===== config.mk =====
export PLATFORM = sky130hd
export DESIGN_NAME = ascii_encoder
export DESIGN_NICKNAME = d
export VERILOG_FILES = /design/src/source/hexdump_pkg.sv /design/src/source/ascii_encoder.sv
export SDC_FILE = /design/constraint.sdc
export NUM_CORES = 1
export LEC_CHECK = 0
export BUFFER_PORTS_ARGS = -buffer_cell sky130_fd_sc_hd__buf_2
export CORE_MARGIN = 4
export CORE_UTILIZATION = 42
export DETAILED_ROUTE_END_ITERATION = 10
export PLACE_DENSITY_LB_ADDON = 0.08
export SYNTH_ARGS = -nofsm -noshare
export SYNTH_HDL_FRONTEND = slang
export SYNTH_SLANG_ARGS = --single-unit
export TNS_END_PERCENT = 5

===== constraint.sdc =====
create_clock -name MCLK -period 1.8 [get_ports MCLK]
set_input_delay 0.36 -clock MCLK [delete_from_list [all_inputs] [get_ports MCLK]]
set_output_delay 0.36 -clock MCLK [all_outputs]
set_load 0.02 [all_outputs]

===== src/source/hexdump_pkg.sv =====
package hexdump_pkg;

    localparam int BIT_ADDR_W  = 13;  // 8192 bits of page data
    localparam int BYTE_ADDR_W = 10;  // same page seen as 1024 bytes
    localparam int PAGE_W      = 12;  // page number printed as 3 hex digits

    typedef logic [7:0] char_t;  // one character on the FIFO bus

    localparam char_t ASCII_CR    = 8'h0D;
    localparam char_t ASCII_SPACE = 8'h20;

    typedef enum logic [1:0] {
        TOK_BYTE  = 2'd0,  // two hex chars with the high nibble first
        TOK_DIGIT = 2'd1,  // one hex char from the low nibble
        TOK_SPACE = 2'd2,
        TOK_CR    = 2'd3
    } tok_kind_e;

    typedef struct packed {
        tok_kind_e   kind;
        logic [7:0]  value;
    } token_t;

    // 0-9 map to '0'-'9' and 10-15 map to 'A'-'F'
    function automatic char_t nibble_ascii(input logic [3:0] nib);
        char_t c;
        if (nib < 4'd10) begin
            c = 8'h30 + {4'h0, nib};
        end else begin
            c = 8'h37 + {4'h0, nib};  // 'A' is 0x41 = 0x37 + 10
        end
        return c;
    endfunction

endpackage


===== src/source/ascii_encoder.sv =====
`timescale 1ns/1ps

module ascii_encoder (
    input  logic                MCLK,
    input  logic                rst,
    input  logic                tok_valid,
    input  hexdump_pkg::token_t tok,
    input  logic                chr_ready,
    output logic                tok_ready,
    output logic                chr_valid,
    output hexdump_pkg::char_t  chr
);

    import hexdump_pkg::*;

    logic  phase;     // set while the low nibble of a byte is pending
    logic  can_emit;
    logic  emit;
    logic  is_byte;
    char_t next_chr;

    assign can_emit  = ~chr_valid | chr_ready;
    assign emit      = tok_valid & can_emit;
    assign is_byte   = (tok.kind == TOK_BYTE);
    assign tok_ready = can_emit & (~is_byte | phase);  // byte token leaves on 2nd char

    always_comb begin
        case (tok.kind)
            TOK_BYTE:  next_chr = nibble_ascii(phase ? tok.value[3:0] : tok.value[7:4]);
            TOK_DIGIT: next_chr = nibble_ascii(tok.value[3:0]);
            TOK_SPACE: next_chr = ASCII_SPACE;
            default:   next_chr = ASCII_CR;
        endcase
    end

    always_ff @(posedge MCLK) begin
        if (rst) begin
            chr_valid <= 1'b0;
            phase     <= 1'b0;
        end else begin
            if (can_emit) begin
                chr_valid <= tok_valid;
            end
            if (emit) begin
                phase <= is_byte & ~phase;
            end
        end
    end

    always_ff @(posedge MCLK) begin
        if (emit) begin
            chr <= next_chr;
        end
    end

endmodule


==> results of run 1 <==
## timing repair
item / 4_1_cts / 5_1_grt
endpoints found under the setup margin: 0 / 2
gates resized for setup: 0 / 2
buffers inserted: 0 / 0
hold buffers: 0 / 0
## state kept, by name, indices dropped and copies added, names as in the netlist
| signal | cells |
|---|---|
| chr | 7 |
| chr_valid | 1 |
| phase | 1 |
## worst max-delay path, cell delays in order, from the launching register on
cell      delay [ns]
dfxtp_4         0.37
mux2i_1         0.14
ha_2            0.20
inv_1           0.08
a21oi_1         0.07
a2111o_1        0.43
and3_1          0.19
## cell families (layout without fill, tap and decap cells)
kind of cell / Yosys count / count (layout) / share of synthesized area, %
buf+inv: 10 / 38 / 7.87
flops: 9 / 9 / 39.4
mux: 6 / 6 / 9.84
simple gates: 21 / 21 / 15.2
xor+xnor: 2 / 2 / 2.76
fa+ha+maj: 2 / 2 / 3.94
compound gates: 20 / 20 / 20.5
other cells: 1 / 1 / 0.590
## power by group
group	switching [mW]	leakage, nW	internal, mW
Clock	0.0678	0.0177	0.0817
Combinational	0.0876	0.259	0.0616
Sequential	0.00453	0.0861	0.241
## path summary, 6_finish.rpt
check | from | end
worst min-delay path | rst | phase$_SDFFE_PP0P_
worst min register to register | phase$_SDFFE_PP0P_ | phase$_SDFFE_PP0P_
worst max register to register | phase$_SDFFE_PP0P_ | chr[4]$_DFFE_PP_
worst max-delay path | phase$_SDFFE_PP0P_ | chr[4]$_DFFE_PP_
## layer usage
metal / up-vias / global-route usage (%) / share of wire, %
met3: 0 / 1.53 / 8.6
met5: - / 0 / 0
li1: 316 / - / -
met2: 29 / 23.0 / 48
met1: 290 / 16.6 / 44
met4: 0 / 6.63 / 0
## area by class of cell
class	count	area share, %
clock inverters	1	0.613
flip-flops and latches	9	31.1
clock buffers	3	2.76
repair buffers	28	19.0
inverters	6	2.76
multi-input cells	52	41.4
well taps	15	2.30
## cell usage after synthesis
master / number
o32ai_1: 2
inv_1: 6
buf_2: 1
o22ai_1: 1
a21oi_1: 8
conb_1: 1
a2111oi_0: 1
nor4_1: 1
clkbuf_1: 1
xor2_1: 1
xnor2_1: 1
dfxtp_1: 2
mux2_2: 2
edfxtp_1: 7
or2_2: 1
buf_6: 1
nor2b_1: 2
o211ai_1: 1
a211oi_1: 2
a221oi_1: 1
ha_1: 2
nor2_1: 9
nand2_1: 4
mux2i_1: 4
a2111o_1: 1
or2_1: 1
nor3_1: 2
o21ai_0: 3
and3_1: 1
buf_4: 1
==> results.py, run 1 <==
metrics = {
    "pwr": {
        "ir_worst_vdd_v": 0.000313,
        "p_leak_nw": 0.363,
        "finalPower_uw": 545,
        "power_density_mw_per_mm2": 668,
    },
    "drt": {
        "drtIter0Drc": 16,
        "first_pass_iters": 4,
        "antenna_left": 0,
        "via_count": 635,
        "routedWlPerCell_um": 12.3,
        "drt_wl_total_um": 1400,
        "avgViaCountPerCell": 5.57,
        "drc_errors": 0,
    },
    "synth": {
        "ys_seq_area_share_pct": 39.4,
        "ys_warn_count": 0,
        "syn_nets": 87,
        "synth_top_area_cell": "edfxtp_1",
        "syn_area_um2": 636,
        "syn_area_per_cell_um2": 8.95,
        "synth.top_cell.area_share_pct": 33.1,
        "yosysUniqueCellTypes": 30,
        "ys_ff_latch": 9,
        "synthTopCellsByArea": "edfxtp_1 (33%), a21oi_1 (6.3%), dfxtp_1 (6.3%)",
        "synthCells": 71,
    },
    "timing": {
        "fmax_ghz": 0.583,
        "worst_slack_ns": 0.0833,
        "setup_violations": 0,
        "finalSetupTns_ns": 0,
        "relSlewSlack_pct": 55.4,
        "period_minus_slack_ns": 1.72,
        "finalHoldViolCount": 0,
        "period_share_pct": 95.4,
        "worstMarginPinSlew_ns": 0.668,
        "whs_ns": 0.266,
        "rsz0062_at_grt": "false",
        "finalMaxSlewViolations": 0,
        "skew_ns": 0.00202,
    },
    "clock_tree": {
        "clk_path_buf_depth": 2,
        "cts_tree": "done",
        "cts_root_buffer": "clkbuf_4",
        "numClockSinks": 9,
        "cts_made_buffers": 3,
        "clk_pin_slew_ns": 0.06,
        "htree_num_levels": 1,
        "clk_latency_ns": 0.25,
    },
    "final_layout": {
        "multi_input_area_um2": 338,
        "fin_util_pct": 59.7,
        "fin_cells": 114,
        "fill_cells": 137,
        "num_antenna_cells": 0,
        "layout_common_cells": "buf_2 (22), nor2_1 (9), a21oi_1 (8), edfxtp_1 (7)",
        "nets": 116,
        "stdcell_area_um2": 816,
        "register_area_um2": 254,
        "final_common_cell": "buf_2",
        "drive_gt1_share_pct": 37.4,
        "syn_to_final_growth_pct": 28.3,
    },
    "floorplan": {
        "die_x_um": 46.9,
        "die_height_um": 46.9,
        "core_area_mm2": 0.00137,
        "rows": 13,
        "die_area_mm2": 0.00220,
        "start_util_pct": 46.5,
        "io_pins": 24,
    },
    "grt": {
        "grt_usage_pct": 13.5,
        "grt_pass1_wl_um": 2130,
        "grt_overflow": 0,
        "grt_max_degree": 10,
        "antenna_found_initial": 0,
        "grt_pass1_vias": 540,
    },
    "worst_setup_path": {
        "required_ns": 1.81,
        "end_kind": "flip-flop",
        "worst_ep_arrival_time_ns": 1.73,
        "cp_max_fo": 6,
        "crit_path_start_kind": "flip-flop",
        "crit_type": "reg2reg",
        "reg2reg_slack_ns": 0.08,
        "reg2regPathDepth": 6,
    },
    "placement": {
        "place.port_buffers": 22,
        "place_area_um2": 783,
        "gp_congestion": 0.834,
        "dp_hpwl_um": 1120,
        "place_inst": 110,
        "place_ws_ns": -0.00337,
    },
    "hold_path": {
        "hold_class": "in2reg",
        "min_path_cells": 2,
    },
    "outcome": {
        "status": "finished clean",
    },
    "job": {
        "cap_violations": 0,
    },
}
No activity file was read; power rests on OpenSTA's default activity.
==> run 2, diff against run 1 <==
--- a/config.mk
+++ b/config.mk
@@ -5,10 +5,10 @@
 export SDC_FILE = /design/constraint.sdc
 export NUM_CORES = 1
 export LEC_CHECK = 0
-export BUFFER_PORTS_ARGS = -buffer_cell sky130_fd_sc_hd__buf_2
-export CORE_MARGIN = 4
-export CORE_UTILIZATION = 42
+export CORE_AREA = 4 4 41 43
 export DETAILED_ROUTE_END_ITERATION = 10
+export DIE_AREA = 0 0 45 47
+export DONT_BUFFER_PORTS = 1
 export PLACE_DENSITY_LB_ADDON = 0.08
 export SYNTH_ARGS = -nofsm -noshare
 export SYNTH_HDL_FRONTEND = slang
==> run 2 against run 1 <==
Largest cell class unchanged. Worst hold slack got worse by 0.098 ns. Utilization decreased by 7.6 points. Highest routed layer is now met4. Total power decreased by 8.5%. Register-to-register slack about the same. Largest power group unchanged. Sequential power increased by 8.5%. Clock power about the same. Die area decreased by 3.8%.
==> results.py, run 2 (synthesized netlist as in run 1, its figures left out) <==
metrics = {
    "outcome": {
        "status": "finished clean",
    },
    "pwr": {
        "ir_worst_vdd_v": 0.000285,
        "switching_share_pct": 26.7,
        "pwr-share-clk_pct": 29.5,
        "p_switching_uw": 133,
        "power_density_mw_per_mm2": 735,
        "p_leak_nw": 0.254,
        "pwr-share-seq_pct": 53.5,
        "p_int_uw": 365,
        "comb_power_share_pct": 17.0,
    },
    "final_layout": {
        "fin_util_pct": 52.1,
        "nets": 90,
        "top_regs": "chr: 7 flops, chr_valid: 1 flops, phase: 1 flops",
        "stdcell_area_um2": 678,
        "num_antenna_cells": 0,
        "top_register": "chr",
        "fin_cells": 88,
        "layout_common_cells": "nor2_1 (9), a21oi_1 (8), edfxtp_1 (7), inv_1 (5), nand2_1 (4)",
        "drive_gt1_share_pct": 16.4,
        "syn_to_final_growth_pct": 6.69,
        "largest_reg_flops": 7,
        "final_common_cell": "nor2_1",
    },
    "worst_setup_path": {
        "end_kind": "flip-flop",
        "worst_ep_arrival_time_ns": 1.72,
        "required_ns": 1.81,
        "crit_type": "reg2reg",
        "cp_max_fo": 7,
        "crit_path_start_kind": "flip-flop",
        "reg2regPathDepth": 6,
        "r2r-end": "chr[4]$_DFFE_PP_",
        "r2r-start": "phase$_SDFFE_PP0P_",
        "reg2reg_slack_ns": 0.09,
    },
    "placement": {
        "place.port_buffers": 0,
        "place_inst": 84,
        "place_ws_ns": 0.0551,
        "gp_congestion": 0.824,
        "dp_hpwl_um": 1070,
        "place_area_um2": 643,
    },
    "clock_tree": {
        "clk_pin_slew_ns": 0.06,
        "cts_made_buffers": 3,
        "htree_num_levels": 1,
        "cts_hold_buf": 0,
        "cts_root_buffer": "clkbuf_4",
        "clk_path_buf_depth": 2,
        "cts_tree": "done",
        "numClockSinks": 9,
        "clk_latency_ns": 0.25,
    },
    "job": {
        "cap_violations": 0,
    },
    "drt": {
        "drtIter0Drc": 10,
        "via_count": 513,
        "drc_errors": 0,
        "antenna_left": 0,
        "avgViaCountPerCell": 5.83,
        "routedWlPerCell_um": 15.0,
        "drt_wl_total_um": 1320,
        "first_pass_iters": 3,
    },
    "floorplan": {
        "io_pins": 24,
        "die_area_mm2": 0.00212,
        "core_area_mm2": 0.00130,
        "start_util_pct": 48.8,
        "rows": 13,
        "die_height_um": 47,
        "die_x_um": 45,
    },
    "hold_path": {
        "hold_path_startpoint": "rst",
        "hold_class": "in2reg",
        "min_path_cells": 1,
        "holdPathEnd": "phase$_SDFFE_PP0P_",
    },
    "timing": {
        "skew_ns": 0.00186,
        "finalHoldViolCount": 0,
        "finalSetupTns_ns": 0,
        "worst_slack_ns": 0.0903,
        "worstMarginPinSlew_ns": 0.650,
        "period_share_pct": 95.0,
        "period_minus_slack_ns": 1.71,
        "fmax_ghz": 0.585,
        "rsz0062_at_grt": "false",
        "setup_violations": 0,
        "relSlewSlack_pct": 56.5,
        "finalMaxSlewViolations": 0,
    },
    "grt": {
        "grt_overflow": 0,
        "antenna_found_initial": 0,
        "grt_usage_pct": 14.8,
        "grt_pass1_vias": 526,
        "grt_max_degree": 10,
        "grt_pass1_wl_um": 2240,
    },
}
[run 2: cell type report]
cell class / count / area [µm²]
clock buffer: 4 / 26.3
multi-input combinational: 52 / 342
sequential: 9 / 254
inverter: 6 / 22.5
fill: 127 / 623
tap: 15 / 18.8
timing repair buffer: 2 / 15.0
[run 2: worst max-delay path: stages (launching register included)]
cell and delay (ns):
dfxtp_4 0.37, mux2i_1 0.15, ha_2 0.21, inv_2 0.06, a21oi_1 0.06, a2111o_1 0.43, and3_1 0.18
[run 2: routing by layer]
metal  part of all wire [%]  GRT usage [%]  up-vias
met5                      0              0        -
met4                    1.7           9.94        0
met3                    9.4           4.21        2
met2                     48           24.0       21
met1                     41           16.9      229
li1                       -              -      261
[run 2: power by group through the flow]
stage	logic (mW)	clock network (mW)	registers, mW
detailed placement	0.0832	0	0.273
floorplan	0.0738	0	0.270
CTS	0.0836	0.154	0.268
finish	0.0847	0.147	0.267
global route	0.0973	0.166	0.269
global placement	0.0829	0	0.272
[run 2: per-stage QoR]
| stage | power [mW] | hold slack, ns |
|---|---|---|
| after global placement | 0.355 | 0.432 |
| after detailed placement | 0.356 | 0.431 |
| after global routing | 0.532 | 0.155 |
| after CTS | 0.506 | 0.158 |
| after floorplan | 0.344 | 0.425 |
| final | 0.499 | 0.167 |
[run 2: timing repair]
| action | 4_1_cts | 5_1_grt |
|---|---|---|
| resized for setup | 0 | 4 |
| hold endpoints to repair | 0 | 0 |
| endpoints found under the setup margin | 0 | 3 |
| setup buffers | 0 | 0 |
[run 2: worst max-delay path by stage]
stage / from / endpoint / slack [ns] / cells after the start
after floorplan: phase$_SDFFE_PP0P_ / chr[4]$_DFFE_PP_ / 0.03 / 7
after global placement: phase$_SDFFE_PP0P_ / chr[4]$_DFFE_PP_ / 0.09 / 6
after detailed placement: phase$_SDFFE_PP0P_ / chr[4]$_DFFE_PP_ / 0.06 / 6
after CTS: phase$_SDFFE_PP0P_ / chr[4]$_DFFE_PP_ / 0.03 / 6
after global routing: phase$_SDFFE_PP0P_ / chr[6]$_DFFE_PP_ / 0.02 / 6
final: phase$_SDFFE_PP0P_ / chr[4]$_DFFE_PP_ / 0.09 / 6
