==> src/source/skid_buffer.sv <==
`timescale 1ns/1ps

module skid_buffer #(
    parameter type payload_t = logic [7:0]
) (
    input  logic     MCLK,
    input  logic     rst,
    input  logic     in_valid,
    input  payload_t in_data,
    input  logic     out_ready,
    output logic     in_ready,
    output logic     out_valid,
    output payload_t out_data
);

    payload_t skid_data;
    logic     skid_valid;
    logic     in_xfer;

    assign in_ready = ~skid_valid;  // comes straight from a flop
    assign in_xfer  = in_valid & in_ready;

    always_ff @(posedge MCLK) begin
        if (rst) begin
            out_valid  <= 1'b0;
            skid_valid <= 1'b0;
        end else if (!out_valid || out_ready) begin
            // output slot free or draining this cycle
            if (skid_valid) begin
                out_valid  <= 1'b1;
                skid_valid <= 1'b0;
            end else begin
                out_valid <= in_xfer;
            end
        end else if (in_xfer) begin
            skid_valid <= 1'b1;  // park the new word while the output stalls
        end
    end

    always_ff @(posedge MCLK) begin
        if (!out_valid || out_ready) begin
            if (skid_valid) begin
                out_data <= skid_data;
            end else if (in_xfer) begin
                out_data <= in_data;
            end
        end else if (in_xfer) begin
            skid_data <= in_data;
        end
    end

endmodule

==> config.mk <==
export PLATFORM = sky130hd
export DESIGN_NAME = skid_buffer
export DESIGN_NICKNAME = d
export VERILOG_FILES = /design/src/source/skid_buffer.sv
export SDC_FILE = /design/constraint.sdc
export NUM_CORES = 1
export LEC_CHECK = 0
export ABC_AREA = 1
export BUFFER_PORTS_ARGS = -buffer_cell sky130_fd_sc_hd__buf_4
export CAP_MARGIN = 20
export CORE_UTILIZATION = 46
export DETAILED_ROUTE_END_ITERATION = 7
export MAX_ROUTING_LAYER = met4
export PLACE_DENSITY_LB_ADDON = 0.2
export RECOVER_POWER = 25
export SYNTH_ARGS = -nofsm -noshare
export SYNTH_HDL_FRONTEND = slang
export SYNTH_SLANG_ARGS = --single-unit
==> constraint.sdc <==
create_clock -name MCLK -period 1.8 [get_ports MCLK]
set_input_delay 0.36 -clock MCLK [delete_from_list [all_inputs] [get_ports MCLK]]
set_output_delay 0.36 -clock MCLK [all_outputs]
set_load 0.05 [all_outputs]
==> results of run 1 <==
-- flip-flops by register name, indices dropped and copies added (netlist names) --
| register | count |
|---|---|
| out_data | 8 |
| out_valid | 1 |
| skid_data | 8 |
| skid_valid | 1 |
-- synthesized netlist by cell type, drive strengths merged --
cell type  number
inv             3
nand2          25
nand3           2
dfxtp           2
nor2            3
a21oi           1
o21ai           1
buf             1
edfxtp         16
-- logic make-up (layout without fill, tap and decap cells) --
group	Yosys count	in the layout
compound gates	2	2
buf+inv	4	30
flops	18	18
simple gates	30	30
-- metrics by stage --
step                cell area, um^2  utilization, %  instances  hold slack (ns)  power [mW]
floorplan                     671.9               -         54           0.4576      0.5725
global placement              859.6           64.45         92           0.4992      0.6239
detailed placement            859.6           64.45         92           0.5116      0.6295
CTS                           882.1           66.14         95           0.2505      0.8126
global route                  870.8           65.29         95           0.2745      0.8258
finish                        870.8           65.29         95           0.2823      0.8028
-- power breakdown --
group | internal [mW] | total, mW | switching [mW] | leakage, nW
combinational | 0.0420 | 0.128 | 0.0861 | 0.204
clock | 0.0776 | 0.188 | 0.110 | 0.0138
sequential | 0.479 | 0.487 | 0.00798 | 0.167
-- final timing paths --
path / slack, ns / from / cells past startpoint / to
setup / recovery: 0.31 / skid_valid / 2 / in_ready
hold / removal: 0.28 / in_data[6] / 1 / skid_data[6]
setup reg to reg: 0.71 / skid_valid / 3 / out_data[1]
hold reg to reg: 0.53 / skid_data[4] / 2 / out_data[4]
-- critical path: stages (launching register included) --
cell     delay (ns)
dfxtp_1        0.36
inv_1          0.24
buf_4          0.26
-- final cells by class --
class                   count  area, um^2
repair buffers             24       172.7
multi-input cells          32       125.1
well taps                  15       18.77
fillers                   115       462.9
inverters                   3       11.26
clock buffers               3       22.52
flip-flops and latches     18       520.5
-- metal layers --
metal / part of all wire (%) / vias to the layer above / wire length [um]
met2: 56 / 13 / 715
met1: 38 / 215 / 480
li1: - / 231 / -
met5: 0 / - / 0
met3: 4.4 / 2 / 56
met4: 1.3 / 0 / 17
==> flow_summary.json, run 1 <==
{
  "synthToLayoutAreaGrowth_pct": 29.61,
  "hold_viol": 0,
  "path_clk_slew_ns": 0.09,
  "max_freq_mhz": 669.8,
  "ys_types": 10,
  "vdd_drop_max_mv": 0.5309,
  "dpl.hpwl_um": 970.2,
  "antenna-diode-count": 0,
  "synth-simple-area-share_pct": 17.13,
  "yosys_register_bits": 18,
  "fin_tns_setup_ns": 0,
  "synth_fp_nets": 66,
  "layout_common_cells": "25 x nand2_1, 16 x buf_4, 16 x edfxtp_1",
  "synth_area_leaders": "edfxtp_1 72%, nand2_1 14%, dfxtp_1 6.0%",
  "postCtsSetupRepairBufs": 0,
  "synth-xor-area-share_pct": 0,
  "wl_per_cell_um": 13.37,
  "place_congestion": 0.7128,
  "outcome": "completed",
  "drt-pass1-iter-count": 4,
  "final.min_clock_period_ns": 1.493,
  "cts_resized": 0,
  "clock-sinks": 18,
  "cellPowerDensity_nw_per_um2": 921.9,
  "crit_type": "reg -> out",
  "num_rows": 13,
  "yosys_warnings": 0,
  "htreeDepth": 1,
  "synth.avg_cell_area_um2": 12.44,
  "drt_iter0_drc": 6,
  "die_h_um": 40.22,
  "hp-class": "in -> reg",
  "layout-drive-gt1-share_pct": 31.25,
  "setup_viol": 0,
  "die_area_um2": 1618,
  "cp.required_ns": 1.44,
  "grtUsageTotal_pct": 17.84,
  "cts_buffer_depth": 2,
  "netlist_instances": 54,
  "die_w_um": 40.22,
  "root_buffer": "clkbuf_4",
  "arrival_ns": 1.13,
  "use_met2_pct": 31.05,
  "ys_seq_area_share_pct": 77.47,
  "grt_pass1_wl_um": 1683,
  "muxShareOfSynthArea_pct": 0,
  "portBuffers": 21,
  "drt_wl_total_um": 1270,
  "cts_tree": "built",
  "drv_slew": 0,
  "core_area_um2": 1334,
  "worstPathMaxFanout": 9,
  "startpoint_type": "flip-flop",
  "drv_cap": 0,
  "slew_headroom_pct": 81.86,
  "final_common_cell": "nand2_1",
  "start_util_pct": 50.38,
  "dp_slack_ns": 0.6363,
  "syn_area_um2": 671.9,
  "setup.worst_path.end_class": "output port",
  "synth_top_family_by_area": "simple AND/OR/NAND/NOR gates",
  "clk_latency_ns": 0.28,
  "rsz0062_at_grt": "false",
  "setup_ws_ns": 0.3070,
  "antenna_found_initial": 0,
  "synth-compound-area-share_pct": 2.048,
  "ant_nets": 0,
  "grt_overflow": 0,
  "yosysTopAreaCellShare_pct": 71.51,
  "worst_pin_slew_ns": 0.2719,
  "via_per_inst": 4.853,
  "numCtsBuffers": 3,
  "yosys.area_share.adder_pct": 0,
  "grt_pass1_vias": 403,
  "grt_max_degree": 10,
  "leakagePower_nw": 0.3850,
  "via_count": 461,
  "yosysTopAreaCell": "edfxtp_1",
  "top_usage_layer": "met2",
  "grtUsageMet1_pct": 17.75,
  "holdBufCountCts": 0,
  "fin_nets": 94,
  "min_period_over_period_pct": 82.94,
  "drc_errors": 0,
  "design.portCount": 22,
  "skew_ns": 0.001059,
  "use_met3_pct": 3.333
}
(Power assumes the default switching activity.)
==> inputs of run 2 (changes only) <==
--- a/config.mk
+++ b/config.mk
@@ -5,10 +5,10 @@
 export SDC_FILE = /design/constraint.sdc
 export NUM_CORES = 1
 export LEC_CHECK = 0
-export ABC_AREA = 1
+export ABC_AREA = 0
 export BUFFER_PORTS_ARGS = -buffer_cell sky130_fd_sc_hd__buf_4
 export CAP_MARGIN = 20
-export CORE_UTILIZATION = 46
+export CORE_UTILIZATION = 47
 export DETAILED_ROUTE_END_ITERATION = 7
 export MAX_ROUTING_LAYER = met4
 export PLACE_DENSITY_LB_ADDON = 0.2
==> constraint.sdc (replaced) <==
create_clock -name MCLK -period 1.45 [get_ports MCLK]
set_input_delay 0.29 -clock MCLK [delete_from_list [all_inputs] [get_ports MCLK]]
set_output_delay 0.29 -clock MCLK [all_outputs]
set_load 0.05 [all_outputs]
==> run 2 against run 1 <==
Net effect:
- wire length is 14% lower
- count of clock-buffer cells in the layout up 1
- critical endpoint unchanged
- final area rose by 7.5%
- total power up 32%
- sequential share of layout area decreased by 3.6 points
- sequential cell count did not move
- hold slack got worse by 0.14 ns
- clock power up 61%
- clock skew up 0.0079 ns
==> flow_summary.json, run 2 <==
{
  "stdcell_area_um2": 935.9,
  "startpoint_type": "flip-flop",
  "drv_slew": 0,
  "design.portCount": 22,
  "antenna_found_initial": 0,
  "yosysTopAreaCellShare_pct": 70.33,
  "cellPowerDensity_nw_per_um2": 1136,
  "place_area_um2": 910.9,
  "synth_common_cells": "16 x edfxtp_1, 6 x mux2_4, 2 x dfxtp_1, 2 x mux2_2",
  "rsz0062_at_grt": "false",
  "reg.largest.list": "out_data (8), skid_data (8)",
  "setup_ws_ns": 0.08971,
  "synth-main-ff-cell": "edfxtp_1",
  "setup.worst_path.end_class": "output port",
  "dpl.hpwl_um": 852.1,
  "clk_latency_ns": 0.29,
  "die_h_um": 40.13,
  "arrival_ns": 1.07,
  "grt_max_degree": 11,
  "leakagePower_nw": 0.3665,
  "portBuffers": 21,
  "hp-class": "in -> reg",
  "drt_iter0_drc": 3,
  "crit_type": "reg -> out",
  "die_area_um2": 1610,
  "drc_errors": 0,
  "path_common_cell": "buf_4",
  "outcome": "completed",
  "final_common_cell": "buf_4",
  "max_freq_mhz": 735.1,
  "num_rows": 13,
  "synth_edf_count": 16,
  "ys_types": 12,
  "vdd_drop_max_mv": 0.7654,
  "synth_fp_nets": 46,
  "syn_area_um2": 683.2,
  "r2r-start": "out_valid",
  "ys_seq_area_share_pct": 76.19,
  "rr_endpoint": "skid_data[7]",
  "via_per_inst": 4.987,
  "cts_tree": "built",
  "min_period_over_period_pct": 93.81,
  "root_buffer": "clkbuf_4",
  "start_util_pct": 51.22,
  "fin_tns_setup_ns": 0,
  "cpPeakStageDelay_ns": 0.42,
  "layout_common_cells": "17 x buf_4, 16 x edfxtp_1, 8 x clkbuf_4",
  "cts_buffer_depth": 2,
  "whs_endpoint": "out_valid",
  "layout-drive-gt1-share_pct": 58.73,
  "grt_pass1_vias": 394,
  "ant_nets": 0,
  "path_clk_slew_ns": 0.11,
  "reg2reg_slack_ns": 0.27,
  "place_congestion": 0.6345,
  "numCtsBuffers": 3,
  "drt_wl_total_um": 1087,
  "worstPathMaxFanout": 7,
  "cp_slowest_cell": "dfxtp_4",
  "yosys_warnings": 0,
  "cp.required_ns": 1.16,
  "worst_pin_slew_ns": 0.2133,
  "yosys_register_bits": 18,
  "htreeDepth": 1,
  "core_area_um2": 1334,
  "holdBufCountCts": 0,
  "drv_cap": 0,
  "synth.avg_cell_area_um2": 20.09,
  "final.min_clock_period_ns": 1.360,
  "fin_nets": 76,
  "antenna-diode-count": 0,
  "wl_per_cell_um": 13.94,
  "synthMostInstantiatedCell": "edfxtp_1",
  "slew_headroom_pct": 85.78,
  "skew_ns": 0.009008,
  "yosysTopAreaCell": "edfxtp_1",
  "drt-pass1-iter-count": 4,
  "clock-sinks": 18,
  "grt_overflow": 0,
  "grt_pass1_wl_um": 1635,
  "setup_viol": 0,
  "hold_viol": 0,
  "crit_chain": "buf_4 > inv_1 > buf_4",
  "via_count": 389,
  "min_from": "rst",
  "r2r.worst_path.cells": 3,
  "netlist_instances": 34,
  "synthToLayoutAreaGrowth_pct": 37.00,
  "synthArstFlopShare_pct": 0,
  "hold_depth": 2,
  "die_w_um": 40.13,
  "dp_slack_ns": 0.1232,
  "synth_area_leaders": "edfxtp_1 70%, mux2_4 13%, dfxtp_1 5.9%",
  "grtUsageTotal_pct": 17.35
}
[run 2: worst max path at each step]
stage | start | endpoint
2_1_floorplan | out_valid | skid_data[0]
3_3_place_gp | out_ready | skid_data[1]
3_5_place_dp | out_ready | skid_data[7]
4_1_cts | skid_valid | in_ready
5_1_grt | skid_valid | in_ready
6_report | skid_valid | in_ready
[run 2: cells by family (layout without fill, tap and decap cells)]
kind of cell,count (synthesis),count (layout),share of synthesized area (%)
multiplexers,8,8,16.48
AND/OR/NAND/NOR,4,4,3.296
buffers and inverters,2,31,2.197
flip-flops,18,18,76.19
AO/OA/AOI/OAI,2,2,1.831
[run 2: per-stage QoR]
step           hold WS (ns)  power [mW]  util (%)  instances
3_3_place_gp         0.4488      0.7754     68.29         74
3_5_place_dp         0.4626      0.7825     68.29         74
2_1_floorplan        0.3517      0.7094         -         34
6_report             0.1464       1.064     70.17         78
4_1_cts              0.1451       1.077     71.11         78
5_1_grt              0.1393       1.095     70.17         78
[run 2: critical path: cells and delay by family (launching register included)]
kind	cells	cell delay, ns
buf+inv	3	0.37
flops	1	0.42
[run 2: layer usage]
| layer | routed length, um | global-route usage [%] |
|---|---|---|
| met1 | 417 | 15.36 |
| met5 | 0 | - |
| met3 | 41 | 3.333 |
| met2 | 628 | 33.06 |
| met4 | 0 | 10.34 |
[run 2: layout make-up]
class	instances	area (um^2)
Tap cell	15	18.77
Clock buffer	4	36.28
Timing Repair Buffer	26	196.4
Multi-Input combinational cell	14	155.1
Sequential cell	18	525.5
Fill cell	100	397.9
Inverter	1	3.754
[run 2: what timing repair did]
| item | in CTS | in global routing |
|---|---|---|
| endpoints found under the setup margin | 1 | 1 |
| buffers inserted | 0 | 0 |
| pin swaps | 0 | 0 |
| gates resized for setup | 1 | 1 |
| hold endpoints to repair | 0 | 0 |
[run 2: power by group]
| group | total, mW | internal [mW] | switching (mW) |
|---|---|---|---|
| registers | 0.599 | 0.590 | 0.00859 |
| logic | 0.163 | 0.0679 | 0.0947 |
| clock network | 0.302 | 0.153 | 0.149 |
==> inputs of run 3 (changes only) <==
==> constraint.sdc (replaced) <==
create_clock -name MCLK -period 1.45 [get_ports MCLK]
set_input_delay 0.29 -clock MCLK [delete_from_list [all_inputs] [get_ports MCLK]]
set_output_delay 0.29 -clock MCLK [all_outputs]
set_load 0.1 [all_outputs]
==> run 3 against run 2 <==
Net effect:
- hold slack improved by 0.0017 ns
- cell count decreased by 1.3%
- sequential power about the same
- largest cell class unchanged
- die area is the same
- clock skew shrank 0.0074 ns
==> flow_summary.json, run 3 (synthesis gave the netlist of run 2 again) <==
{
  "outcome": "completed",
  "min_period_over_period_pct": 93.01,
  "leakagePower_nw": 0.3531,
  "grtUsageTotal_pct": 17.80,
  "die_h_um": 40.13,
  "cpLargestDelayFamily": "flip-flops",
  "reg.largest.list": "out_data (8), skid_data (8)",
  "fillers": 111,
  "antenna-diode-count": 0,
  "layout_common_cells": "17 x buf_4, 16 x edfxtp_1, 7 x clkbuf_4",
  "cp_slowest_cell": "dfxtp_4",
  "total_power_mw": 1.120,
  "drt-pass1-iter-count": 3,
  "final_common_cell": "buf_4",
  "rsz0062_at_grt": "false",
  "final.min_clock_period_ns": 1.349,
  "die_w_um": 40.13,
  "critPathBufInv": 2,
  "reg2reg_slack_ns": 0.28,
  "num_rows": 13,
  "numCtsBuffers": 3,
  "grt_max_degree": 13,
  "portBuffers": 21,
  "worst_pin_slew_ns": 0.2815,
  "via_per_inst": 4.948,
  "crit_chain": "inv_1 > buf_4",
  "ant_nets": 0,
  "synthToLayoutAreaGrowth_pct": 33.88,
  "crit_type": "reg -> out",
  "max_freq_mhz": 741.5,
  "cpPeakStageDelay_ns": 0.42,
  "drt_wl_total_um": 1126,
  "hp-class": "in -> reg",
  "fin_nets": 75,
  "via_count": 381,
  "slew_headroom_pct": 81.39,
  "dp.cells": 73,
  "clock-sinks": 18,
  "layout-drive-gt1-share_pct": 56.45,
  "clk_latency_ns": 0.28,
  "grt_overflow": 0,
  "startpoint_type": "flip-flop",
  "antenna_found_initial": 0,
  "fin_cells": 77,
  "holdBufCountCts": 0,
  "cts_buffer_depth": 2,
  "vdd_drop_max_mv": 0.6109,
  "htreeDepth": 1,
  "die_area_um2": 1610,
  "drc_errors": 0,
  "place_congestion": 0.7053,
  "arrival_ns": 1.06,
  "setup_viol": 0,
  "start_util_pct": 51.22,
  "grt_pass1_vias": 376,
  "setup.worst_path.end_class": "output port",
  "wl_per_cell_um": 14.62,
  "cellPowerDensity_nw_per_um2": 1224,
  "worstPathMaxFanout": 12,
  "grt_pass1_wl_um": 1690,
  "fin_tns_setup_ns": 0,
  "postCtsSetupRepairBufs": 0,
  "drv_slew": 0,
  "path_clk_slew_ns": 0.10,
  "cts_tree": "built",
  "design.portCount": 22,
  "dpl.hpwl_um": 909.8,
  "hold_viol": 0,
  "core_area_um2": 1334,
  "skew_ns": 0.001650,
  "cp.required_ns": 1.16,
  "root_buffer": "clkbuf_4",
  "drv_cap": 0,
  "drt_iter0_drc": 14
}
-- run 3: changes by cell type in the layout (fill, tap and decap cells not counted), sizes merged --
cell,change
buf,-1
-- run 3: final timing paths --
path | end | depth (start not counted) | startpoint
min reg2reg | out_data[3] | 1 | skid_data[3]
max reg2reg | skid_data[3] | 3 | out_valid
max | in_ready | 2 | skid_valid
min | out_valid | 2 | rst
-- run 3: cell type report --
class	instances	area (um^2)	share of cell area (%)
Multi-Input combinational cell	14	155.1	16.96
Timing Repair Buffer	25	172.7	18.88
Clock buffer	4	36.28	3.967
Inverter	1	3.754	0.4104
Tap cell	15	18.77	2.052
Sequential cell	18	528.0	57.73
-- run 3: repair_timing --
action	CTS	global route
gates resized for setup	1	1
endpoints found under the setup margin	1	1
gates cloned	0	0
-- run 3: through the flow --
step | utilization [%] | worst slack, ns | hold slack, ns | area, um^2
after floorplan | - | 0.03764 | 0.3494 | 698.2
after global placement | 66.98 | 0.1097 | 0.4465 | 893.4
after detailed placement | 66.98 | 0.05434 | 0.4547 | 893.4
after CTS | 69.79 | 0.004003 | 0.1425 | 930.9
after global routing | 68.57 | 0.05999 | 0.1376 | 914.6
final | 68.57 | 0.1014 | 0.1481 | 914.6
-- run 3: per-layer routing --
metal | vias to the layer above | wire length, um | global-route usage [%] | share of wire, %
li1 | 186 | - | - | -
met4 | 0 | 4 | 7.759 | 0.36
met1 | 177 | 458 | 20.29 | 41
met3 | 2 | 59 | 5.000 | 5.2
met2 | 16 | 603 | 29.03 | 54
met5 | - | 0 | - | 0
-- run 3: power breakdown --
part | internal [mW] | leakage (nW) | switching, mW
sequential | 0.589 | 0.168 | 0.00991
clock | 0.153 | 0.0210 | 0.146
combinational | 0.0627 | 0.164 | 0.159
