[config.mk]
export PLATFORM = sky130hd
export DESIGN_NAME = fifo_writer
export DESIGN_NICKNAME = d
export VERILOG_FILES = /design/src/source/hexdump_pkg.sv /design/src/source/fifo_writer.sv
export SDC_FILE = /design/constraint.sdc
export NUM_CORES = 1
export LEC_CHECK = 0
export BUFFER_PORTS_ARGS = -buffer_cell sky130_fd_sc_hd__buf_2
export CAP_MARGIN = 25
export CORE_AREA = 5 5 42 44
export DETAILED_ROUTE_END_ITERATION = 8
export DIE_AREA = 0 0 47 49
export GPL_TIMING_DRIVEN = 0
export PLACE_DENSITY = 0.67
export SKIP_CTS_REPAIR_TIMING = 1
export SLEW_MARGIN = 20
export SYNTH_ARGS = -nofsm -noshare
export SYNTH_HDL_FRONTEND = slang
export SYNTH_SLANG_ARGS = --single-unit
[constraint.sdc]
create_clock -name MCLK -period 1.5 [get_ports MCLK]
set_input_delay 0.075 -clock MCLK [delete_from_list [all_inputs] [get_ports MCLK]]
set_output_delay 0.075 -clock MCLK [all_outputs]
set_load 0.005 [all_outputs]
[src/source/hexdump_pkg.sv]
package hexdump_pkg;

    localparam int BIT_ADDR_W  = 13;  // 8192 bits of page data
    localparam int BYTE_ADDR_W = 10;  // same page seen as 1024 bytes
    localparam int PAGE_W      = 12;  // page number printed as 3 hex digits

    typedef logic [7:0] char_t;  // one character on the FIFO bus

    localparam char_t ASCII_CR    = 8'h0D;
    localparam char_t ASCII_SPACE = 8'h20;

    typedef enum logic [1:0] {
        TOK_BYTE  = 2'd0,  // two hex chars with the high nibble first
        TOK_DIGIT = 2'd1,  // one hex char from the low nibble
        TOK_SPACE = 2'd2,
        TOK_CR    = 2'd3
    } tok_kind_e;

    typedef struct packed {
        tok_kind_e   kind;
        logic [7:0]  value;
    } token_t;

    // 0-9 map to '0'-'9' and 10-15 map to 'A'-'F'
    function automatic char_t nibble_ascii(input logic [3:0] nib);
        char_t c;
        if (nib < 4'd10) begin
            c = 8'h30 + {4'h0, nib};
        end else begin
            c = 8'h37 + {4'h0, nib};  // 'A' is 0x41 = 0x37 + 10
        end
        return c;
    endfunction

endpackage

[src/source/fifo_writer.sv]
`timescale 1ns/1ps

module fifo_writer #(
    parameter int WR_LOW_CYCLES = 2
) (
    input  logic               MCLK,
    input  logic               rst,
    input  logic               chr_valid,
    input  hexdump_pkg::char_t chr,
    input  logic               txe_n,
    output logic               chr_ready,
    output hexdump_pkg::char_t fifo_data,
    output logic               wr_n
);

    localparam int CNT_W = $clog2(WR_LOW_CYCLES + 1);

    typedef enum logic [1:0] {
        ST_IDLE,
        ST_STROBE,   // wr_n held low
        ST_RECOVER   // wr_n high before the next write
    } state_e;

    state_e           state;
    logic [CNT_W-1:0] low_cnt;

    // only take a character while the FT245 has room
    assign chr_ready = (state == ST_IDLE) & ~txe_n;

    always_ff @(posedge MCLK) begin
        if (rst) begin
            state     <= ST_IDLE;
            low_cnt   <= '0;
            wr_n      <= 1'b1;
            fifo_data <= 8'h00;
        end else begin
            case (state)
                ST_IDLE: begin
                    if (chr_valid && chr_ready) begin
                        fifo_data <= chr;  // stays put until wr_n rises
                        wr_n      <= 1'b0;
                        low_cnt   <= CNT_W'(WR_LOW_CYCLES - 1);
                        state     <= ST_STROBE;
                    end
                end
                ST_STROBE: begin
                    if (low_cnt == '0) begin
                        wr_n  <= 1'b1;  // FT245 latches data on this edge
                        state <= ST_RECOVER;
                    end else begin
                        low_cnt <= low_cnt - 1'b1;
                    end
                end
                default: state <= ST_IDLE;
            endcase
        end
    end

endmodule

==> results of run 1 <==
==> how the worst max path moves through the flow <==
stage	start	to	slack (ns)	depth (start not counted)
after floorplan	state[1]	wr_n	0.07	3
after global placement	state[1]	low_cnt[0]	-0.05	3
after detailed placement	state[1]	low_cnt[0]	-0.09	3
after CTS	state[1]	low_cnt[0]	-0.09	3
after global routing	state[1]	wr_n	-0.001	3
final	state[1]	wr_n	0.04	3
==> critical path: stages, from the launching register on <==
cell     delay, ns
dfxtp_4       0.37
or4b_4        0.53
buf_6         0.13
a221o_1       0.33
==> metal layers <==
layer,GRT usage [%],up-vias,wire length (µm)
li1,-,242,-
met1,14.29,212,521
met2,13.57,11,508
met3,3.690,4,76
met4,8.295,0,34
met5,0,-,0
==> cells by family after synthesis <==
family,after synthesis,synth area share (%)
compound gates,12,14.58
buf+inv,4,3.324
simple gates,26,26.34
fa+ha+maj,1,2.557
flops,13,53.20
==> sequential cells by signal (all words and copies together), names as in the netlist <==
name and cells:
state 2, wr_n 1, low_cnt 2, fifo_data 8
==> cell usage after synthesis (all sizes together) <==
| library cell | number |
|---|---|
| nor4b | 1 |
| nor3 | 1 |
| a21o | 1 |
| a221o | 1 |
| nand2 | 17 |
| and3b | 1 |
| clkbuf | 1 |
| ha | 1 |
| nor2 | 3 |
| or4b | 1 |
| and2b | 1 |
| a21oi | 9 |
| nor3b | 1 |
| o41ai | 1 |
| dfxtp | 13 |
| inv | 2 |
| buf | 1 |
==> power by group <==
part	internal (mW)	leakage [nW]	switching (mW)	total, mW
Sequential	0.362	0.107	0.0106	0.373
Clock	0.103	0.0150	0.115	0.218
Combinational	0.0493	0.194	0.0453	0.0947
Total	0.515	0.317	0.171	0.685
==> cell type report <==
type | instances | area, µm² | share of cell area, %
Buffer | 2 | 15.01 | 2.194
Sequential cell | 13 | 265.3 | 38.76
Tap cell | 16 | 20.02 | 2.925
Multi-Input combinational cell | 39 | 230.2 | 33.64
Timing Repair Buffer | 23 | 120.1 | 17.55
Inverter | 2 | 7.507 | 1.097
Clock buffer | 4 | 26.28 | 3.839
==> results by group, run 1 <==
Status
  – Status: completed

Placed design
  – Port Buffers: 21
  – Place WS: -0.09262 ns
  – Placed Cells: a little over 90
  – Post-DP HPWL: 791.3 µm
  – Post-DP Area: roughly 610 µm²
  – GPL Wtd Cong: 0.7642

STA
  – Max Slew Vio Count: 0
  – Fmax: between 0.6 and 0.7 GHz
  – Fin Hold WS: around 0.030 ns
  – Hold Vio Cnt, Final: 0
  – Rel. slew slack: 61.35%
  – Fin crit share: between 90% and 100%
  – Setup ws final: 0.04070 ns
  – Setup violations, final: 0
  – Worst clock skew: 0.0003083 ns
  – Total Negative Setup Slacks: 0 ns
  – Min Tclk post-route: ~1.5 ns
  – Worst Tran Pin Value: around 0.58 ns

Cells and area
  – Non-filler cells, final: 99
  – Post-Layout Inst Area: between 600 and 700 µm²
  – Share of layout cells above drive strength 1: just under 40%
  – FILL cells: ~140
  – Finished Core Util: roughly half
  – Commonest non-fill, non-tap cell in the layout: buf_2
  – Most frequent cells in the layout: buf_2, nand2_1, dfxtp_1
  – Layout Nets: 97
  – N_diodes: 0
  – Area added between synthesis and finish: 39.90%

Die
  – Core area: ~0.0014 mm²
  – Io pins: 22
  – Initial core utilization: a little over a third
  – Row cnt: 14
  – Die Span X: 47 µm
  – Die Span Y: 49 µm
  – Die ar.: ~0.0023 mm²

Setup path
  – Worst Path Max Fanout: 4
  – CP Capture Type: register
  – Setup CP Type: register to register
  – Reg-to-reg endpoint: wr_n
  – Worst reg2reg startpoint: state[1]
  – Critical Path AT: between 1.5 and 2 ns
  – Worst Path Required: ~1.7 ns
  – R2R setup slack: 0.04 ns
  – Worst Reg-to-Reg Cells: 3
  – Crit path launch type: register

Detailed routing
  – DRT Pass-1 Iters: 2
  – ANT nets after route: 0
  – Wirelength, routed: ~1.1 mm
  – DR vias/cell: between 4 and 5
  – Vias: 469
  – Initial DRC count: 5
  – Remaining DRCs: 0
  – Routed length per placed instance: between 10 and 15 µm

Power and ir drop
  – Worst IR Drop VDD: around 480 µV
  – Power, Total: 0.6854 mW
  – Cell area power density: between 1000 and 1500 mW/mm²
  – Static Leak: between 0.3 and 0.4 nW

Clock tree
  – TritonCTS Sinks: 13
  – Max clock buf depth: 2
  – Total CTS buffers: 3
  – H-tree depth: 1
  – Worst-path clk slew: 0.08 ns
  – Clock latency on the worst-skew pair: between 0.2 and 0.3 ns
  – CTS tree: built
  – CTS root buffer: clkbuf_4

Min path
  – Hold Path Sink: fifo_data[2]
  – Hold wc startpoint: chr[2]
  – Worst hold path cell count: 3
  – Hold crit path type: input pin to register

Synthesis
  – Synth Area per Inst: just under 9 µm²
  – Count of different cell masters after synthesis: 17
  – Yosys Warn Count: 0
  – Sequential-to-total area share from yosys stat: a little over half
  – Top-area cell type share of the netlist area: between 50% and 60%
  – Leading area contributor after synthesis: dfxtp_1
  – Mapped Cells: 56
  – Syn nets: roughly 70
  – Register bit total from synthesis: 13
  – Mapped Area: between 400 and 500 µm²
  – Ranking of synthesized cells by area: dfxtp_1, nand2_1, a21oi_1

GRT
  – Total GRT Usage: a little over a tenth
  – Antenna violations before repair: 0
  – Number of global-route vias before repair: 383
  – GRT overflow: 0
  – Global-route wire length before repair: 1.738 mm
  – Pin count of the biggest net entering global routing: 11

Run
  – Max-cap violation count: 0
Power figures use the tool's default switching activity.
==> run 2, diff against run 1 <==
REMOVE_ABC_BUFFERS = 1   (was default)
SLEW_MARGIN = 25   (was 20)
==> run 2 against run 1 <==
Against the previous run:
- sequential power about the same
- non-clock buffer count decreased by 4
- utilization decreased by 2.9 points
- die area unchanged
- fmax increased by 0.25%
- clock power decreased by 5%
- register-to-register slack about the same
- hold slack improved by 0.0087 ns
- largest power group unchanged
- clock skew increased by 0.0068 ns
- clock-buffer cell count unchanged
==> results by group, run 2 (synthesized netlist as in run 1, its figures left out) <==
Cells and area
  – Multi-input logic area: 225.2 µm² (was 230.2 µm²)
  – Share of layout cells above drive strength 1: 32.91% (was 38.55%)
  – Most frequent cells in the layout: buf_2, nand2_1, dfxtp_1 (unchanged)
  – Area added between synthesis and finish: 31.71% (was 39.90%)
  – Max FFs per register: 8 (unchanged)
  – Layout Nets: 93 (was 97)
  – Commonest non-fill, non-tap cell in the layout: buf_2 (unchanged)
  – Register Area: 260.3 µm² (was 265.3 µm²)
  – FILL cells: 159 (was 139)
  – Post-Layout Inst Area: 644.4 µm² (was 684.4 µm²)
  – N_diodes: 0 (unchanged)
  – Top flop regs: fifo_data: 8 flops, low_cnt: 2 flops, state: 2 flops (unchanged)
  – Reg with most FFs: fifo_data (unchanged)

GRT
  – Global-route track usage on met3: 4.059% (was 3.690%)
  – Antenna violations before repair: 0 (unchanged)
  – Number of global-route vias before repair: 409 (was 383)
  – Pin count of the biggest net entering global routing: 15 (was 11)
  – Gr busiest metal: met2 (was met1)
  – Global-route wire length before repair: 1.676 mm (was 1.738 mm)
  – Met2 usage: 14.03% (was 13.57%)
  – GRT overflow: 0 (unchanged)
  – Met1 usage: 12.25% (was 14.29%)
  – Total GRT Usage: 9.477% (was 10.76%)

STA
  – Setup violations, final: 0 (unchanged)
  – Worst Tran Pin Value: 0.5841 ns (was 0.5774 ns)
  – Fin Hold WS: 0.03900 ns (was 0.03031 ns)
  – RSZ-0062 raised after global routing: no
  – Max Slew Vio Count: 0 (unchanged)
  – Worst clock skew: 0.007132 ns (was 0.0003083 ns)
  – Fmax: 0.6870 GHz (was 0.6853 GHz)
  – Rel. slew slack: 60.89% (was 61.35%)
  – Setup ws final: 0.04439 ns (was 0.04070 ns)
  – Min Tclk post-route: 1.456 ns (was 1.459 ns)
  – Fin crit share: 97.04% (was 97.29%)
  – Hold Vio Cnt, Final: 0 (unchanged)

Detailed routing
  – Vias: 459 (was 469)
  – DR vias/cell: 4.832 (was 4.737)
  – Wirelength, routed: 997 µm (was 1.141 mm)
  – Routed length per placed instance: 10.49 µm (was 11.53 µm)
  – ANT nets after route: 0 (unchanged)
  – Remaining DRCs: 0 (unchanged)
  – DRT Pass-1 Iters: 4 (was 2)
  – Initial DRC count: 1 (was 5)

Power and ir drop
  – Worst IR Drop VDD: 537.9 µV (was 476.2 µV)
  – Power, Total: 0.6648 mW (was 0.6854 mW)
  – Cell area power density: 1032 mW/mm² (was 1001 mW/mm²)
  – Static Leak: 0.2975 nW (was 0.3168 nW)

Die
  – Die ar.: 0.002303 mm² (unchanged)
  – Initial core utilization: 34.91% (unchanged)
  – Die Span X: 47 µm (unchanged)
  – Die Span Y: 49 µm (unchanged)
  – Io pins: 22 (unchanged)
  – Row cnt: 14 (unchanged)
  – Core area: 0.001401 mm² (unchanged)

Setup path
  – CP Capture Type: register (unchanged)
  – Setup CP Type: register to register (unchanged)
  – Critical Path AT: 1.61 ns (was 1.63 ns)
  – CP peak stage delay: 0.62 ns (was 0.53 ns)
  – Worst Path Required: 1.65 ns (was 1.67 ns)
  – Max stage delay cell, worst path: or4b_4 (unchanged)
  – Crit path launch type: register (unchanged)
  – CP Cell Sequence: or4b_4 -> a221o_1 (was or4b_4 -> buf_6 -> a221o_1)
  – Worst Path Max Fanout: 9 (was 4)

Status
  – Status: completed (unchanged)

Placed design
  – Post-DP Area: 605.6 µm² (was 614.3 µm²)
  – GPL Wtd Cong: 0.7114 (was 0.7642)
  – Port Buffers: 21 (unchanged)
  – Post-DP HPWL: 752.3 µm (was 791.3 µm)
  – Place WS: -0.07498 ns (was -0.09262 ns)

Run
  – Max-cap violation count: 0 (unchanged)

Clock tree
  – CTS root buffer: clkbuf_4 (unchanged)
  – Worst-path clk slew: 0.08 ns (about the same)
  – Max clock buf depth: 2 (unchanged)
  – CTS tree: built (unchanged)
  – Clock latency on the worst-skew pair: 0.26 ns (was 0.27 ns)
  – H-tree depth: 1 (unchanged)
  – TritonCTS Sinks: 13 (unchanged)
  – Total CTS buffers: 3 (unchanged)

Min path
  – Hold crit path type: input pin to register (unchanged)
[run 2: critical path: cells and delay by family (launching register included)]
kind	cells	cell delay, ns
simple gates	1	0.62
flops	1	0.37
compound gates	1	0.36
[run 2: final cells by class]
cell class,instances,share of cell area (%)
Sequential cell,13,40.39
Multi-Input combinational cell,39,34.95
Timing Repair Buffer,21,16.31
Clock buffer,4,4.078
Tap cell,16,3.107
Inverter,2,1.165
[run 2: path summary, 6_finish.rpt]
path	start	endpoint	slack (ns)	depth (start not counted)
max	state[1]	wr_n	0.04	2
max reg2reg	state[1]	wr_n	0.04	2
min reg2reg	fifo_data[0]	fifo_data[0]	0.45	2
min	chr[7]	fifo_data[7]	0.04	3
[run 2: metrics by stage]
stage	util, %	cells	TNS (ns)
2_1_floorplan	-	54	0
3_3_place_gp	43.21	91	-0.1712
3_5_place_dp	43.21	91	-0.1718
4_1_cts	45.09	95	-0.5078
5_1_grt	45.98	95	0
6_report	45.98	95	0
[run 2: report_power, final]
part / total [mW] / internal (mW) / switching, mW
Combinational: 0.0838 / 0.0421 / 0.0416
Sequential: 0.373 / 0.363 / 0.0103
Clock: 0.208 / 0.103 / 0.105
[run 2: per-layer routing]
layer / up-vias / wire [µm]
met2: 9 / 485
met4: 0 / 0
li1: 239 / -
met5: - / 0
met3: 0 / 71
met1: 211 / 439
==> run 3, diff against run 2 <==
CTS_BUF_LIST = sky130_fd_sc_hd__clkbuf_4 sky130_fd_sc_hd__clkbuf_8 sky130_fd_sc_hd__clkbuf_16   (was default)
REMOVE_ABC_BUFFERS = default   (was 1)
==> run 3 against run 2 <==
Against the previous run:
- clock skew is 0.0064 ns lower
- clock-buffer cell count stayed put
- fmax fell by 1.3%
- via count rose by 1.3%
==> results by group, run 3 (synthesized netlist as in run 1, its figures left out) <==
Status
  – Status: completed (unchanged)

Setup path
  – Largest delay contributor family on the critical path: simple AND/OR/NAND/NOR gates (unchanged)
  – CP peak stage delay: 0.53 ns (was 0.62 ns)
  – Worst reg2reg startpoint: state[1] (unchanged)
  – Worst Reg-to-Reg Cells: 3 (was 2)
  – Worst Path Required: 1.66 ns (was 1.65 ns)
  – WP buf/inv: 1 (was 0)
  – CP Capture Type: register (unchanged)
  – Critical Path AT: 1.64 ns (was 1.61 ns)
  – Reg-to-reg endpoint: wr_n (unchanged)
  – Worst Path Max Fanout: 4 (was 9)
  – Max stage delay cell, worst path: or4b_1 (was or4b_4)
  – Setup CP Type: register to register (unchanged)
  – R2R setup slack: 0.03 ns (was 0.04 ns)
  – Crit path launch type: register (unchanged)
  – CP Cell Sequence: or4b_1 -> buf_6 -> a221o_1 (was or4b_4 -> a221o_1)

Power and ir drop
  – Worst IR Drop VDD: 447.2 µV (was 537.9 µV)
  – Cell area power density: 1021 mW/mm² (was 1032 mW/mm²)
  – Static Leak: 0.3189 nW (was 0.2975 nW)
  – Power, Total: 0.6986 mW (was 0.6648 mW)

GRT
  – Antenna violations before repair: 0 (unchanged)
  – Pin count of the biggest net entering global routing: 11 (was 15)
  – Total GRT Usage: 10.76% (was 9.477%)
  – Number of global-route vias before repair: 383 (was 409)
  – GRT overflow: 0 (unchanged)
  – Global-route wire length before repair: 1.738 mm (was 1.676 mm)

STA
  – Worst Tran Pin Value: 0.5810 ns (was 0.5841 ns)
  – Worst clock skew: 0.0006910 ns (was 0.007132 ns)
  – Hold Vio Cnt, Final: 0 (unchanged)
  – Fin crit share: 98.31% (was 97.04%)
  – Fmax: 0.6781 GHz (was 0.6870 GHz)
  – Max Slew Vio Count: 0 (unchanged)
  – Rel. slew slack: 61.11% (was 60.89%)
  – Min Tclk post-route: 1.475 ns (was 1.456 ns)
  – Total Negative Setup Slacks: 0 ns (unchanged)
  – Setup violations, final: 0 (unchanged)
  – Setup ws final: 0.02534 ns (was 0.04439 ns)
  – Fin Hold WS: 0.03422 ns (was 0.03900 ns)
  – RSZ-0062 raised after global routing: no (unchanged)

Die
  – Io pins: 22 (unchanged)
  – Row cnt: 14 (unchanged)
  – Die Span X: 47 µm (unchanged)
  – Die Span Y: 49 µm (unchanged)
  – Core area: 0.001401 mm² (unchanged)
  – Die ar.: 0.002303 mm² (unchanged)
  – Initial core utilization: 34.91% (unchanged)

Run
  – Max-cap violation count: 0 (unchanged)

Detailed routing
  – DRT Pass-1 Iters: 4 (unchanged)
  – DR vias/cell: 4.697 (was 4.832)
  – Wirelength, routed: 1.127 mm (was 997 µm)
  – Vias: 465 (was 459)
  – Initial DRC count: 7 (was 1)
  – ANT nets after route: 0 (unchanged)
  – M1 WL: 507 µm (was 439 µm)
  – Wire length on met2: 528 µm (was 485 µm)
  – Remaining DRCs: 0 (unchanged)
  – WL met3: 72 µm (was 71 µm)
  – Routed length per placed instance: 11.38 µm (was 10.49 µm)
  – DR top layer: met4 (was met3)

Min path
  – Worst hold path cell count: 3 (unchanged)
  – Hold Path Sink: fifo_data[2] (was fifo_data[7])
  – Hold crit path type: input pin to register (unchanged)
  – Hold wc startpoint: chr[2] (was chr[7])

Cells and area
  – N_diodes: 0 (unchanged)
  – Layout Nets: 97 (was 93)
  – Commonest non-fill, non-tap cell in the layout: buf_2 (unchanged)
  – Share of layout cells above drive strength 1: 38.55% (was 32.91%)
  – Most frequent cells in the layout: buf_2, nand2_1, dfxtp_1 (unchanged)
  – Finished Core Util: 48.84% (was 45.98%)
  – Top flop regs: fifo_data: 8 flops, low_cnt: 2 flops, state: 2 flops (unchanged)
  – Area added between synthesis and finish: 39.90% (was 31.71%)
  – FILL cells: 137 (was 159)
  – Max FFs per register: 8 (unchanged)
  – Reg with most FFs: fifo_data (unchanged)

Placed design
  – GPL Wtd Cong: 0.7642 (was 0.7114)
  – Port Buffers: 21 (unchanged)
  – Post-DP HPWL: 791.3 µm (was 752.3 µm)
  – Place WS: -0.09262 ns (was -0.07498 ns)

Clock tree
  – Worst-path clk slew: 0.08 ns (about the same)
  – Total CTS buffers: 3 (unchanged)
  – H-tree depth: 1 (unchanged)
  – Clock latency on the worst-skew pair: 0.27 ns (was 0.26 ns)
  – TritonCTS Sinks: 13 (unchanged)
  – CTS root buffer: clkbuf_4 (unchanged)
  – Max clock buf depth: 2 (unchanged)
  – CTS tree: built (unchanged)
-- run 3: changes by cell type in the layout (fill, tap and decap cells not counted) --
cell	delta
dfxtp_2	+1
dfxtp_4	+1
buf_4	+2
buf_6	+1
dfxtp_1	-2
nor3b_1	-1
or4b_4	-1
nor3b_2	+1
clkbuf_4	+1
or4b_1	+1
-- run 3: per-layer routing --
metal	global-route usage (%)	up-vias
li1	-	242
met1	14.29	212
met2	13.57	9
met3	3.690	2
met4	8.295	0
met5	0	-
-- run 3: worst max path at each step --
| stage | from | endpoint | slack [ns] | cells after the start |
|---|---|---|---|---|
| 5_1_grt | state[1] | wr_n | 0.001 | 3 |
| 4_1_cts | state[1] | low_cnt[0] | -0.09 | 3 |
| 2_1_floorplan | state[1] | wr_n | 0.07 | 3 |
| 3_5_place_dp | state[1] | low_cnt[0] | -0.09 | 3 |
| 6_report | state[1] | wr_n | 0.03 | 3 |
| 3_3_place_gp | state[1] | low_cnt[0] | -0.05 | 3 |
-- run 3: worst register-to-register path, stage by stage, from the launching register on --
cell and delay [ns]:
dfxtp_4 0.36, or4b_1 0.53, buf_6 0.14, a221o_1 0.33
-- run 3: cell type report --
type	instances	area [µm²]	share of cell area, %
inverters	2	7.507	1.097
well taps	16	20.02	2.925
plain buffers	2	15.01	2.194
repair buffers	23	120.1	17.55
flip-flops and latches	13	265.3	38.76
multi-input cells	39	226.5	33.09
clock buffers	4	30.03	4.388
-- run 3: metrics by stage --
stage	instance area [µm²]	instances
floorplan	489.2	56
global placement	614.3	93
detailed placement	614.3	93
CTS	644.4	97
global route	684.4	99
finish	684.4	99
-- run 3: power breakdown --
group	total, mW	switching [mW]	internal [mW]
Combinational	0.0929	0.0450	0.0479
Sequential	0.373	0.0106	0.362
Clock	0.233	0.112	0.121
Total	0.699	0.168	0.531
